==> config.mk <==
export PLATFORM = sky130hd
export DESIGN_NAME = soc_harness_top
export DESIGN_NICKNAME = d
export VERILOG_FILES = /design/src/hw/soc_pkg.sv /design/src/hw/boot_rom.sv /design/src/hw/clint_timer.sv /design/src/hw/debug_req_gate.sv /design/src/hw/soc_harness_top.sv /design/src/hw/wb_addr_decode.sv /design/src/hw/wb_sram.sv
export SDC_FILE = /design/constraint.sdc
export NUM_CORES = 1
export LEC_CHECK = 0
export ABC_CLOCK_PERIOD_IN_PS = 3500
export BUFFER_PORTS_ARGS = -buffer_cell sky130_fd_sc_hd__buf_2
export CAP_MARGIN = 20
export CORE_UTILIZATION = 30
export DETAILED_ROUTE_END_ITERATION = 12
export PLACE_DENSITY = 0.54
export REMOVE_ABC_BUFFERS = 1
export SLEW_MARGIN = 20
export SYNTH_ARGS = -nofsm -noshare
export SYNTH_HDL_FRONTEND = slang
export SYNTH_SLANG_ARGS = --single-unit
==> constraint.sdc <==
create_clock -name clk_i -period 3.5 [get_ports clk_i]
set_clock_uncertainty 0.05 [all_clocks]
set_input_delay 0.525 -clock clk_i [delete_from_list [all_inputs] [get_ports clk_i]]
set_output_delay 0.525 -clock clk_i [all_outputs]
set_load 0.01 [all_outputs]
==> src/hw/soc_pkg.sv <==
package soc_pkg;

  // --------------------
  // bus types
  // --------------------
  typedef logic [31:0] addr_t;
  typedef logic [31:0] data_t;
  typedef logic [3:0]  sel_t;
  // mtime and mtimecmp width
  typedef logic [31:0] time_t;

  // byte offset bits inside a word
  localparam int unsigned WordAddrLsb = 2;

  // --------------------
  // address map
  // --------------------
  localparam addr_t       RomBase     = 32'h0000_0000;
  localparam int unsigned RomWords    = 64;
  localparam int unsigned RomIdxBits  = $clog2(RomWords);
  localparam addr_t       RomLength   = addr_t'(RomWords << WordAddrLsb);

  localparam addr_t ClintBase      = 32'h0200_0000;
  localparam addr_t ClintLength    = 32'h0001_0000;
  // register offsets inside the clint region
  localparam addr_t MsipOffset     = 32'h0000_0000;
  localparam addr_t MtimecmpOffset = 32'h0000_4000;
  localparam addr_t MtimeOffset    = 32'h0000_BFF8;

  localparam addr_t       SramBase    = 32'h1000_0000;
  localparam int unsigned SramWords   = 32;
  localparam int unsigned SramIdxBits = $clog2(SramWords);
  localparam addr_t       SramLength  = addr_t'(SramWords << WordAddrLsb);

  // cycles the debug request stays masked after reset
  localparam int unsigned DebugDelayCycles = 500;

  // --------------------
  // boot rom content
  // --------------------
  // upper half is a fixed tag, lower half the word index
  function automatic data_t boot_word(input int unsigned idx);
    return {16'hB007, idx[15:0]};
  endfunction

endpackage

==> src/hw/boot_rom.sv <==
`timescale 1ns/100ps

module boot_rom import soc_pkg::*; (
  input  logic  clk_i,
  input  logic  rst_n_i,
  input  logic  stb_i,
  input  addr_t adr_i,
  output data_t dat_o,
  output logic  ack_o
);

  logic [RomIdxBits-1:0] idx;
  logic                  ack_q;
  data_t                 dat_q;

  // word index inside the rom
  assign idx = adr_i[WordAddrLsb +: RomIdxBits];

  // --------------------
  // handshake
  // --------------------
  // one ack per access, writes get the same answer
  always_ff @(posedge clk_i or negedge rst_n_i) begin
    if (!rst_n_i) begin
      ack_q <= 1'b0;
    end else begin
      ack_q <= stb_i & ~ack_q;
    end
  end

  // content comes from the package rule
  always_ff @(posedge clk_i) begin
    if (stb_i && !ack_q) begin
      dat_q <= boot_word(int'(idx));
    end
  end

  assign ack_o = ack_q;
  assign dat_o = dat_q;

endmodule

==> src/hw/clint_timer.sv <==
`timescale 1ns/100ps

module clint_timer import soc_pkg::*; (
  input  logic  clk_i,
  input  logic  rst_n_i,
  input  logic  rtc_i,
  input  logic  stb_i,
  input  logic  we_i,
  input  addr_t adr_i,
  input  data_t dat_i,
  output data_t dat_o,
  output logic  ack_o,
  output logic  timer_irq_o,
  output logic  ipi_o
);

  logic [2:0]  rtc_q;
  logic        rtc_rise;
  time_t       mtime_q;
  time_t       mtimecmp_q;
  logic        msip_q;
  logic        ack_q;
  logic        access;
  logic        wr_en;
  logic [15:0] offset;
  logic        sel_msip;
  logic        sel_mtimecmp;
  logic        sel_mtime;
  data_t       rd_data;
  data_t       dat_q;

  // --------------------
  // rtc edge detect
  // --------------------
  // two sync flops plus one for the previous value
  always_ff @(posedge clk_i or negedge rst_n_i) begin
    if (!rst_n_i) begin
      rtc_q <= '0;
    end else begin
      rtc_q <= {rtc_q[1:0], rtc_i};
    end
  end

  assign rtc_rise = rtc_q[1] & ~rtc_q[2];

  // --------------------
  // register decode
  // --------------------
  // region offset, byte lanes ignored
  assign offset       = adr_i[15:0];
  assign sel_msip     = offset[15:WordAddrLsb] == MsipOffset[15:WordAddrLsb];
  assign sel_mtimecmp = offset[15:WordAddrLsb] == MtimecmpOffset[15:WordAddrLsb];
  assign sel_mtime    = offset[15:WordAddrLsb] == MtimeOffset[15:WordAddrLsb];

  assign access = stb_i & ~ack_q;
  assign wr_en  = access & we_i;

  always_ff @(posedge clk_i or negedge rst_n_i) begin
    if (!rst_n_i) begin
      ack_q      <= 1'b0;
      msip_q     <= 1'b0;
      mtimecmp_q <= '1;
      mtime_q    <= '0;
    end else begin
      ack_q <= access;
      if (wr_en && sel_msip) begin
        msip_q <= dat_i[0];
      end
      if (wr_en && sel_mtimecmp) begin
        mtimecmp_q <= dat_i;
      end
      // bus write wins over a tick in the same cycle
      if (wr_en && sel_mtime) begin
        mtime_q <= dat_i;
      end else if (rtc_rise) begin
        mtime_q <= mtime_q + time_t'(1);
      end
    end
  end

  // unmapped offsets read zero
  always_comb begin
    rd_data = '0;
    if (sel_msip) begin
      rd_data = {31'b0, msip_q};
    end else if (sel_mtimecmp) begin
      rd_data = mtimecmp_q;
    end else if (sel_mtime) begin
      rd_data = mtime_q;
    end
  end

  always_ff @(posedge clk_i) begin
    if (access) begin
      dat_q <= rd_data;
    end
  end

  assign dat_o       = dat_q;
  assign ack_o       = ack_q;
  assign ipi_o       = msip_q;
  assign timer_irq_o = mtime_q >= mtimecmp_q;

  // tick that brings mtime up to the compare value raises the irq
  a_timer_irq: assert property (@(posedge clk_i) disable iff (!rst_n_i)
    rtc_rise && !wr_en && (mtime_q + time_t'(1) == mtimecmp_q) |=> timer_irq_o);

endmodule

==> src/hw/debug_req_gate.sv <==
`timescale 1ns/100ps

module debug_req_gate import soc_pkg::*; (
  input  logic clk_i,
  input  logic rst_n_i,
  input  logic debug_req_i,
  output logic debug_req_o
);

  localparam int unsigned CntBits = $clog2(DebugDelayCycles + 1);

  logic [CntBits-1:0] cnt_q;
  logic               open;

  // window lets boot code run before a halt request
  always_ff @(posedge clk_i or negedge rst_n_i) begin
    if (!rst_n_i) begin
      cnt_q <= CntBits'(DebugDelayCycles);
    end else if (!open) begin
      cnt_q <= cnt_q - 1'b1;
    end
  end

  // counter parks at zero
  assign open        = cnt_q == '0;
  assign debug_req_o = open & debug_req_i;

endmodule

==> src/hw/soc_harness_top.sv <==
`timescale 1ns/100ps

module soc_harness_top import soc_pkg::*; (
  input  logic  clk_i,
  input  logic  rst_n_i,
  input  logic  rtc_i,
  input  logic  wb_cyc_i,
  input  logic  wb_stb_i,
  input  logic  wb_we_i,
  input  addr_t wb_adr_i,
  input  data_t wb_dat_i,
  input  sel_t  wb_sel_i,
  input  logic  debug_req_i,
  output data_t wb_dat_o,
  output logic  wb_ack_o,
  output logic  wb_err_o,
  output logic  timer_irq_o,
  output logic  ipi_o,
  output logic  debug_req_o
);

  logic  rom_stb;
  logic  sram_stb;
  logic  clint_stb;
  logic  rom_ack;
  logic  sram_ack;
  logic  clint_ack;
  data_t rom_dat;
  data_t sram_dat;
  data_t clint_dat;

  // --------------------
  // bus fabric
  // --------------------
  wb_addr_decode i_decode (
    .clk_i       ( clk_i     ),
    .rst_n_i     ( rst_n_i   ),
    .cyc_i       ( wb_cyc_i  ),
    .stb_i       ( wb_stb_i  ),
    .adr_i       ( wb_adr_i  ),
    .rom_ack_i   ( rom_ack   ),
    .sram_ack_i  ( sram_ack  ),
    .clint_ack_i ( clint_ack ),
    .rom_dat_i   ( rom_dat   ),
    .sram_dat_i  ( sram_dat  ),
    .clint_dat_i ( clint_dat ),
    .rom_stb_o   ( rom_stb   ),
    .sram_stb_o  ( sram_stb  ),
    .clint_stb_o ( clint_stb ),
    .dat_o       ( wb_dat_o  ),
    .ack_o       ( wb_ack_o  ),
    .err_o       ( wb_err_o  )
  );

  // --------------------
  // targets
  // --------------------
  boot_rom i_rom (
    .clk_i   ( clk_i    ),
    .rst_n_i ( rst_n_i  ),
    .stb_i   ( rom_stb  ),
    .adr_i   ( wb_adr_i ),
    .dat_o   ( rom_dat  ),
    .ack_o   ( rom_ack  )
  );

  wb_sram i_sram (
    .clk_i   ( clk_i    ),
    .rst_n_i ( rst_n_i  ),
    .stb_i   ( sram_stb ),
    .we_i    ( wb_we_i  ),
    .adr_i   ( wb_adr_i ),
    .dat_i   ( wb_dat_i ),
    .sel_i   ( wb_sel_i ),
    .dat_o   ( sram_dat ),
    .ack_o   ( sram_ack )
  );

  clint_timer i_clint (
    .clk_i       ( clk_i       ),
    .rst_n_i     ( rst_n_i     ),
    .rtc_i       ( rtc_i       ),
    .stb_i       ( clint_stb   ),
    .we_i        ( wb_we_i     ),
    .adr_i       ( wb_adr_i    ),
    .dat_i       ( wb_dat_i    ),
    .dat_o       ( clint_dat   ),
    .ack_o       ( clint_ack   ),
    .timer_irq_o ( timer_irq_o ),
    .ipi_o       ( ipi_o       )
  );

  // masks debug requests during boot
  debug_req_gate i_dbg_gate (
    .clk_i       ( clk_i       ),
    .rst_n_i     ( rst_n_i     ),
    .debug_req_i ( debug_req_i ),
    .debug_req_o ( debug_req_o )
  );

endmodule

==> src/hw/wb_addr_decode.sv <==
`timescale 1ns/100ps

module wb_addr_decode import soc_pkg::*; (
  input  logic  clk_i,
  input  logic  rst_n_i,
  input  logic  cyc_i,
  input  logic  stb_i,
  input  addr_t adr_i,
  input  logic  rom_ack_i,
  input  logic  sram_ack_i,
  input  logic  clint_ack_i,
  input  data_t rom_dat_i,
  input  data_t sram_dat_i,
  input  data_t clint_dat_i,
  output logic  rom_stb_o,
  output logic  sram_stb_o,
  output logic  clint_stb_o,
  output data_t dat_o,
  output logic  ack_o,
  output logic  err_o
);

  logic req;
  logic rom_hit;
  logic sram_hit;
  logic clint_hit;
  logic any_hit;
  logic err_q;

  // base aligned to a power-of-two length, so masking is enough
  function automatic logic in_range(input addr_t adr, input addr_t base, input addr_t len);
    return (adr & ~(len - addr_t'(1))) == base;
  endfunction

  // --------------------
  // target select
  // --------------------
  assign req       = cyc_i & stb_i;
  assign rom_hit   = in_range(adr_i, RomBase, RomLength);
  assign sram_hit  = in_range(adr_i, SramBase, SramLength);
  assign clint_hit = in_range(adr_i, ClintBase, ClintLength);
  assign any_hit   = rom_hit | sram_hit | clint_hit;

  assign rom_stb_o   = req & rom_hit;
  assign sram_stb_o  = req & sram_hit;
  assign clint_stb_o = req & clint_hit;

  // --------------------
  // unmapped access
  // --------------------
  // error answer one cycle after the request, single pulse
  always_ff @(posedge clk_i or negedge rst_n_i) begin
    if (!rst_n_i) begin
      err_q <= 1'b0;
    end else begin
      err_q <= req & ~any_hit & ~err_q;
    end
  end

  assign err_o = err_q;

  // --------------------
  // response mux
  // --------------------
  // request fields are still held in the ack cycle
  assign ack_o = (rom_stb_o & rom_ack_i) | (sram_stb_o & sram_ack_i) |
                 (clint_stb_o & clint_ack_i);

  always_comb begin
    dat_o = '0;
    if (rom_hit) begin
      dat_o = rom_dat_i;
    end else if (sram_hit) begin
      dat_o = sram_dat_i;
    end else if (clint_hit) begin
      dat_o = clint_dat_i;
    end
  end

  // regions must not overlap
  a_one_target: assert property (@(posedge clk_i) disable iff (!rst_n_i)
    $onehot0({rom_stb_o, sram_stb_o, clint_stb_o}));

  // target ack and decode error are exclusive
  a_ack_err_excl: assert property (@(posedge clk_i) disable iff (!rst_n_i)
    !(ack_o && err_o));

endmodule

==> src/hw/wb_sram.sv <==
`timescale 1ns/100ps

module wb_sram import soc_pkg::*; (
  input  logic  clk_i,
  input  logic  rst_n_i,
  input  logic  stb_i,
  input  logic  we_i,
  input  addr_t adr_i,
  input  data_t dat_i,
  input  sel_t  sel_i,
  output data_t dat_o,
  output logic  ack_o
);

  data_t                  mem [SramWords];
  logic [SramIdxBits-1:0] idx;
  logic                   ack_q;
  logic                   access;
  data_t                  dat_q;

  assign idx    = adr_i[WordAddrLsb +: SramIdxBits];
  // first cycle of the request only
  assign access = stb_i & ~ack_q;

  always_ff @(posedge clk_i or negedge rst_n_i) begin
    if (!rst_n_i) begin
      ack_q <= 1'b0;
    end else begin
      ack_q <= access;
    end
  end

  // --------------------
  // storage
  // --------------------
  // write lands on the edge that raises ack
  always_ff @(posedge clk_i) begin
    if (access && we_i) begin
      for (int b = 0; b < 4; b++) begin
        if (sel_i[b]) begin
          mem[idx][8*b +: 8] <= dat_i[8*b +: 8];
        end
      end
    end else if (access) begin
      dat_q <= mem[idx];
    end
  end

  assign ack_o = ack_q;
  assign dat_o = dat_q;

  // held request must not produce a second ack
  a_single_ack: assert property (@(posedge clk_i) disable iff (!rst_n_i)
    ack_o |=> !ack_o);

endmodule

# After elaboration in Yosys (flattened, before gate mapping)
# Memories as Yosys holds them, arrays and structs flattened. A register that Yosys moved wholly into a read port is not among the register bits.
# Cells that the tools add are included.
[classes]
n_eq_ne = 4
reduce_logical = 11
magnitude_cmp = 1
bitwise_logic = 26
n_addsub = 2
muxes = 20
[op_table]
columns = ["cell", "count"]
rows = [
  ["32-bit 2-to-1 mux", 7],
  ["32-bit by 1-bit adder with 32-bit output (second input constant)", 1],
  ["32-bit >= comparator", 1],
  ["32-bit zero test", 1],
  ["25-bit by 22-bit equality test with 1-bit output (second input constant)", 1],
  ["16-bit by 10-bit equality test with 1-bit output (second input constant)", 1],
  ["1-bit bitwise AND", 15],
  ["14-bit by 13-bit equality test with 1-bit output (second input constant)", 1],
  ["14-bit equality test (second input constant)", 1],
  ["14-bit zero test", 1],
  ["1-bit 2-to-1 mux", 13],
  ["9-bit zero test", 1],
  ["9-bit by 1-bit subtractor with 9-bit output (second input constant)", 1],
  ["1-bit NOT", 7],
  ["1-bit logical AND", 5],
  ["1-bit bitwise OR", 4],
  ["2-bit AND reduction", 1],
  ["2-bit nonzero test", 1],
  ["1-bit zero test", 1],
]
[word_totals]
ramBits = 1024
ff_bits = 119
memories = 1
[memory_table]
columns = ["memory", "depth", "word_bits", "read_ports", "rd_ports_with_merged_regs", "wr", "line", "source"]
rows = [
  ["i_sram.mem", 32, 32, 1, 1, 1, "wb_sram.sv:15", "data_t mem [SramWords];"],
]

# Logic depth before layout (Yosys ltp)
[depth]
word_depth = 6
mapped_depth = 9

# Hierarchy
# Synthesis repeated with hierarchy kept, for this count alone.
[hier_totals]
cells_unflattened = 2964
area_unflattened_um2 = 48267.5
[by_module_without_submodules]
columns = ["module", "area_each_um2", "cells_per_inst", "n_inst", "seq_area_each_um2"]
rows = [
  ["wb_sram", 40626.5, 2257, 1, 31735.4],
  ["clint_timer", 5350.1, 483, 1, 2727.6],
  ["wb_addr_decode", 1396.3, 146, 1, 25.0],
  ["debug_req_gate", 473.0, 42, 1, 232.7],
  ["boot_rom", 421.7, 36, 1, 205.2],
]

# Worst setup path after synthesis
# OpenSTA, ideal clock, no wires.
[synth_path]
kind = "input port to flip-flop"
from = "in wb_adr_i[27]"
to = "reg i_sram.dat_q[0] (netlist: i_sram.dat_o[0]), read port of i_sram.mem, enable pin"
arrival_ps = 3392
setup_slack_ps = -367
stages = 7
path_buffers = 1
path_cell_list = "nor4_1 nand4_1 or3_1 nor4b_2 buf_4 and2_1 nor2b_1"
[synth_via]
elab_chain_cells = 6
[synth_rtl]
columns = ["item", "line", "source"]
rows = [
  ["from (decl)", "soc_harness_top.sv:10", "input addr_t wb_adr_i,"],
  ["25-bit by 22-bit equality test with 1-bit output *", "wb_addr_decode.sv:32", "return (adr & ~(len - addr_t'(1))) == base;"],
  ["1-bit bitwise AND *", "wb_addr_decode.sv:45", "assign sram_stb_o = req & sram_hit;"],
  ["1-bit bitwise AND *", "wb_sram.sv:23", "assign access = stb_i & ~ack_q;"],
  ["via i_sram.access", "wb_sram.sv:18", "logic access;"],
  ["1-bit logical AND", "wb_sram.sv:38", "if (access && we_i) begin"],
  ["1-bit NOT (no line)", "--", ""],
  ["2-bit AND reduction (no line) *", "--", ""],
  ["to (decl)", "wb_sram.sv:19", "data_t dat_q;"],
]
# The timed path passes the listed nets; every way through them passes the cells marked *.
# A chain may end at the register's enable or synchronous reset.

# Final worst setup path
[layout_path]
from = "reg i_clint.mtimecmp_q[15]"
to = "out timer_irq_o"
[layout_via]
elab_chain_cells = 1
[layout_rtl]
columns = ["item", "line", "source"]
rows = [
  ["from (decl)", "clint_timer.sv:20", "time_t mtimecmp_q;"],
  ["from (signal assigned)", "clint_timer.sv:70", "mtimecmp_q <= dat_i;"],
  ["32-bit >= comparator", "clint_timer.sv:102", "assign timer_irq_o = mtime_q >= mtimecmp_q;"],
  ["to (decl)", "soc_harness_top.sv:17", "output logic timer_irq_o,"],
]
# No other way between the ends.

==> impl_results.md <==
* Max Root-Sink Buffers at 3
* Initial antenna violation count at 6
* Util after Layout at 0.359
* Critical path origin: i_clint.mtimecmp_q[15]$_DFFE_PN1P_
* Clock-pin slew on the worst setup and hold paths at 0.06 ns
* Post-synthesis cell area at ~46000 um^2
* Initial Util at 0.303
* Register bit total from synthesis at 1175
* # setup viols final at 1
* Failing checks: setup timing
* Syn Inst Count at 2319
* Placer Congestion at 0.840
* CTS tree: yes
* Worst setup EP type: primary output
* GR Overflow Total at 0
* GRT Total Usage at 0.163
* Wirelength per Cell at about 27 um
* Critical path type: flop to primary output
* FP Rows at 143
* Fmax at 268 MHz
* Avg Inst Size Synth at roughly 20 um^2
* Ys flop type: edfxtp_1
* Number of synthesized flops with an enable pin at around 1.1k
* Ys async rst share at 0.0689
* Yosys warnings at 0
* Worst-path cell chain: inv_1 > ha_1 > a21oi_1 > o21ai_4 > a41oi_2 > nor3_2 > o41ai_4 > o211ai_1 > buf_2
* Core area at 152000 um^2
* CTS buffer count at about 120
* Clock latency at the later pin of the worst-skew pair at 0.73 ns
* Nets at between 2k and 3k
* Root Buffer: clkbuf_16
* Multi-input gate area at 10800 um^2
* Port-buffer cells at ~110
* Sequential area share after synthesis at 0.756
* Most frequent cell after synthesis: edfxtp_1
* Die Area at 156000 um^2
* Post-DP HPWL at 83400 um
* H-Tree Level Count at 3
* Power Density at 541 nW/um^2
* Top post-synthesis cells by area: edfxtp_1 (71%), mux4_2 (12%), dfrtp_1 (2.3%)
* Max Slew Vio Count at 0
* CP max stage delay at between 0.5 and 0.6 ns
* Initial DRT Pass Iterations at 6
* Total number of vias at 24.5k
* CP max stage cell: dfstp_2
* Post-synth top cells: edfxtp_1 (1094), mux4_2 (256), nor2_1 (171)
* Yosys cell types at 56
* Final Cycle Share at 1.06
* Vias/cell at between 5 and 6
* Min cycle time layout at between 3 and 4 ns
* Largest net degree at the start of global routing at 65
* Worst Hold Class: input pin to flop
* Setup crit start kind: flop
* Final wirelength at around 130000 um
* Critical R2R Launch: i_clint.mtime_q[5]$_DFFE_PN0P_
* Chip width at 394 um
* IO Pins at 112
* CP delay by family, top: compound AO/OA/AOI/OAI gates
* Setup repair after global routing missed its margin: yes
* Place WS at 0.195 ns
* Worst setup margin at -0.226 ns
* Worst rel slew slack at 0.250
* CP Buf/Inv Count at 2
* Status: complete, but fails checks
* Detail Route Antenna Nets at 0
* Sink Count at 1175
* Share of layout cells above drive strength 1 at 0.313
* Worst-path maximum fanout at 3
* Synth top area share at 0.711
* First-pass GRT wire length at around 180000 um
* Fin. Hold Viols at 0
* Max cap viols at 0
* Fillers at 14.1k
* Remaining DRCs at 0
* Sequential cell area at 34900 um^2
* Peak VDD IR at 0.405 mV
* Worst EP arrival at between 3 and 4 ns
* DRT iter0 DRCs at about 2.4k
* Min-delay src: wb_adr_i[7]
* Die H at 394 um
* Area growth syn-to-layout at 18.6%
* Vias in the first global route at 25.3k
* P_leak at roughly 18 nW
* Post-synth top area cell: edfxtp_1
* Slew @ Worst Pin at 1.12 ns
* CP required at 2.92 ns
[report_power, final]
part	leakage, nW	total, W	internal (W)	switching, W
sequential	10.7	0.0155	0.0154	0.000118
combinational	5.07	0.00154	0.000591	0.000953
clock	1.87	0.0125	0.00726	0.00529
total	17.7	0.0296	0.0233	0.00636
[registers in the layout, summed over array words and instances, names as in the netlist]
register / cells
i_sram.mem: 1024
i_clint.dat_o: 32
i_clint.mtime_q: 32
i_clint.mtimecmp_q: 32
i_sram.dat_o: 32
i_dbg_gate.cnt_q: 9
i_rom.dat_o: 6
i_clint.rtc_q: 3
i_clint.ack_o: 1
i_clint.ipi_o: 1
i_decode.err_o: 1
i_rom.ack_o: 1
i_sram.ack_o: 1
[worst register-to-register path: cells and delay by family (launching register included)]
| family | cells | cell delay [ns] |
|---|---|---|
| flip-flops | 1 | 0.50 |
| XOR/XNOR | 1 | 0.19 |
| AO/OA/AOI/OAI | 1 | 0.15 |
| AND/OR/NAND/NOR | 4 | 1.43 |
[cell usage in the layout (no fill, tap or decap), types with 5 or more instances in the layout]
cell type / count
dfrtp_1: 43
buf_2: 107
edfxtp_1: 1094
nand3_1: 15
xnor2_1: 5
a21oi_1: 39
buf_4: 221
nand2_1: 53
a222oi_1: 7
and3_1: 9
a221o_1: 7
ha_1: 25
buf_12: 15
inv_1: 38
nor3_1: 8
clkbuf_16: 119
a22o_1: 52
clkbuf_1: 19
clkinv_2: 30
and2_1: 5
nor4_1: 5
xor2_1: 30
mux2_1: 30
bufinv_16: 14
dfstp_2: 38
ha_4: 9
a22oi_1: 128
nand4_1: 53
clkinv_1: 22
a21o_1: 6
mux4_2: 256
nor2_1: 170
[worst paths after layout]
check                                               endpoint  slack [ns]  depth (start not counted)
hold / removal                      i_rom.dat_o[5]$_DFFE_PP_        0.13                          1
hold reg to reg                   i_clint.rtc_q[1]$_DFF_PN0_        0.31                          0
min in group asynchronous    i_dbg_gate.cnt_q[0]$_DFFE_PN0P_        0.37                          2
setup reg to reg             i_clint.mtime_q[28]$_DFFE_PN0P_        1.12                          6
setup / recovery                                 timer_irq_o       -0.23                          9
max in group asynchronous  i_clint.mtimecmp_q[8]$_DFFE_PN1P_        2.16                          3
[layout make-up]
class / count / share of cell area
diodes: 2 / 0.0000913
clock buffers: 140 / 0.0561
clock inverters: 75 / 0.0133
inverters: 41 / 0.00281
multi-input cells: 974 / 0.197
flip-flops and latches: 1175 / 0.637
well taps: 2030 / 0.0463
repair buffers: 348 / 0.0466
[per-stage QoR]
stage	instances	power, W	cell area, um^2	hold WS, ns	setup TNS (ns)
global route	4783	0.0305	54800	0.0888	-0.259
detailed placement	4553	0.0173	50700	0.299	0
global placement	4552	0.0173	50700	0.292	0
floorplan	2190	0.0164	45600	0.179	-1765.24
finish	4785	0.0296	54800	0.134	-0.226
CTS	4782	0.0299	54700	0.0725	-0.137
[repair_timing]
item	4_1_cts	5_1_grt
hold buffers	2	0
cloned	0	0
pin swaps	22	2
resized for setup	26	6
buffers inserted	12	0
endpoints found under the setup margin	1	1
endpoints found under the hold margin	31	0
[per-layer routing]
metal  wire length (um)  vias to the layer above  global-route usage  part of all wire
met1              54200                    13052               0.228              0.42
met4               3370                        2              0.0448             0.026
met3              10400                      183              0.0374             0.081
li1                   -                    10243                   -                 -
met5                 13                        -                   0           0.00010
met2              59900                      990               0.255              0.47
[kinds of logic after synthesis]
group | share of synthesized area
mux | 0.134
simple gates | 0.0378
compound gates | 0.0413
flops | 0.756
buf+inv | 0.0154
xor+xnor | 0.00664
fa+ha+maj | 0.00921
Note: power is estimated with default switching activity, not from simulation.
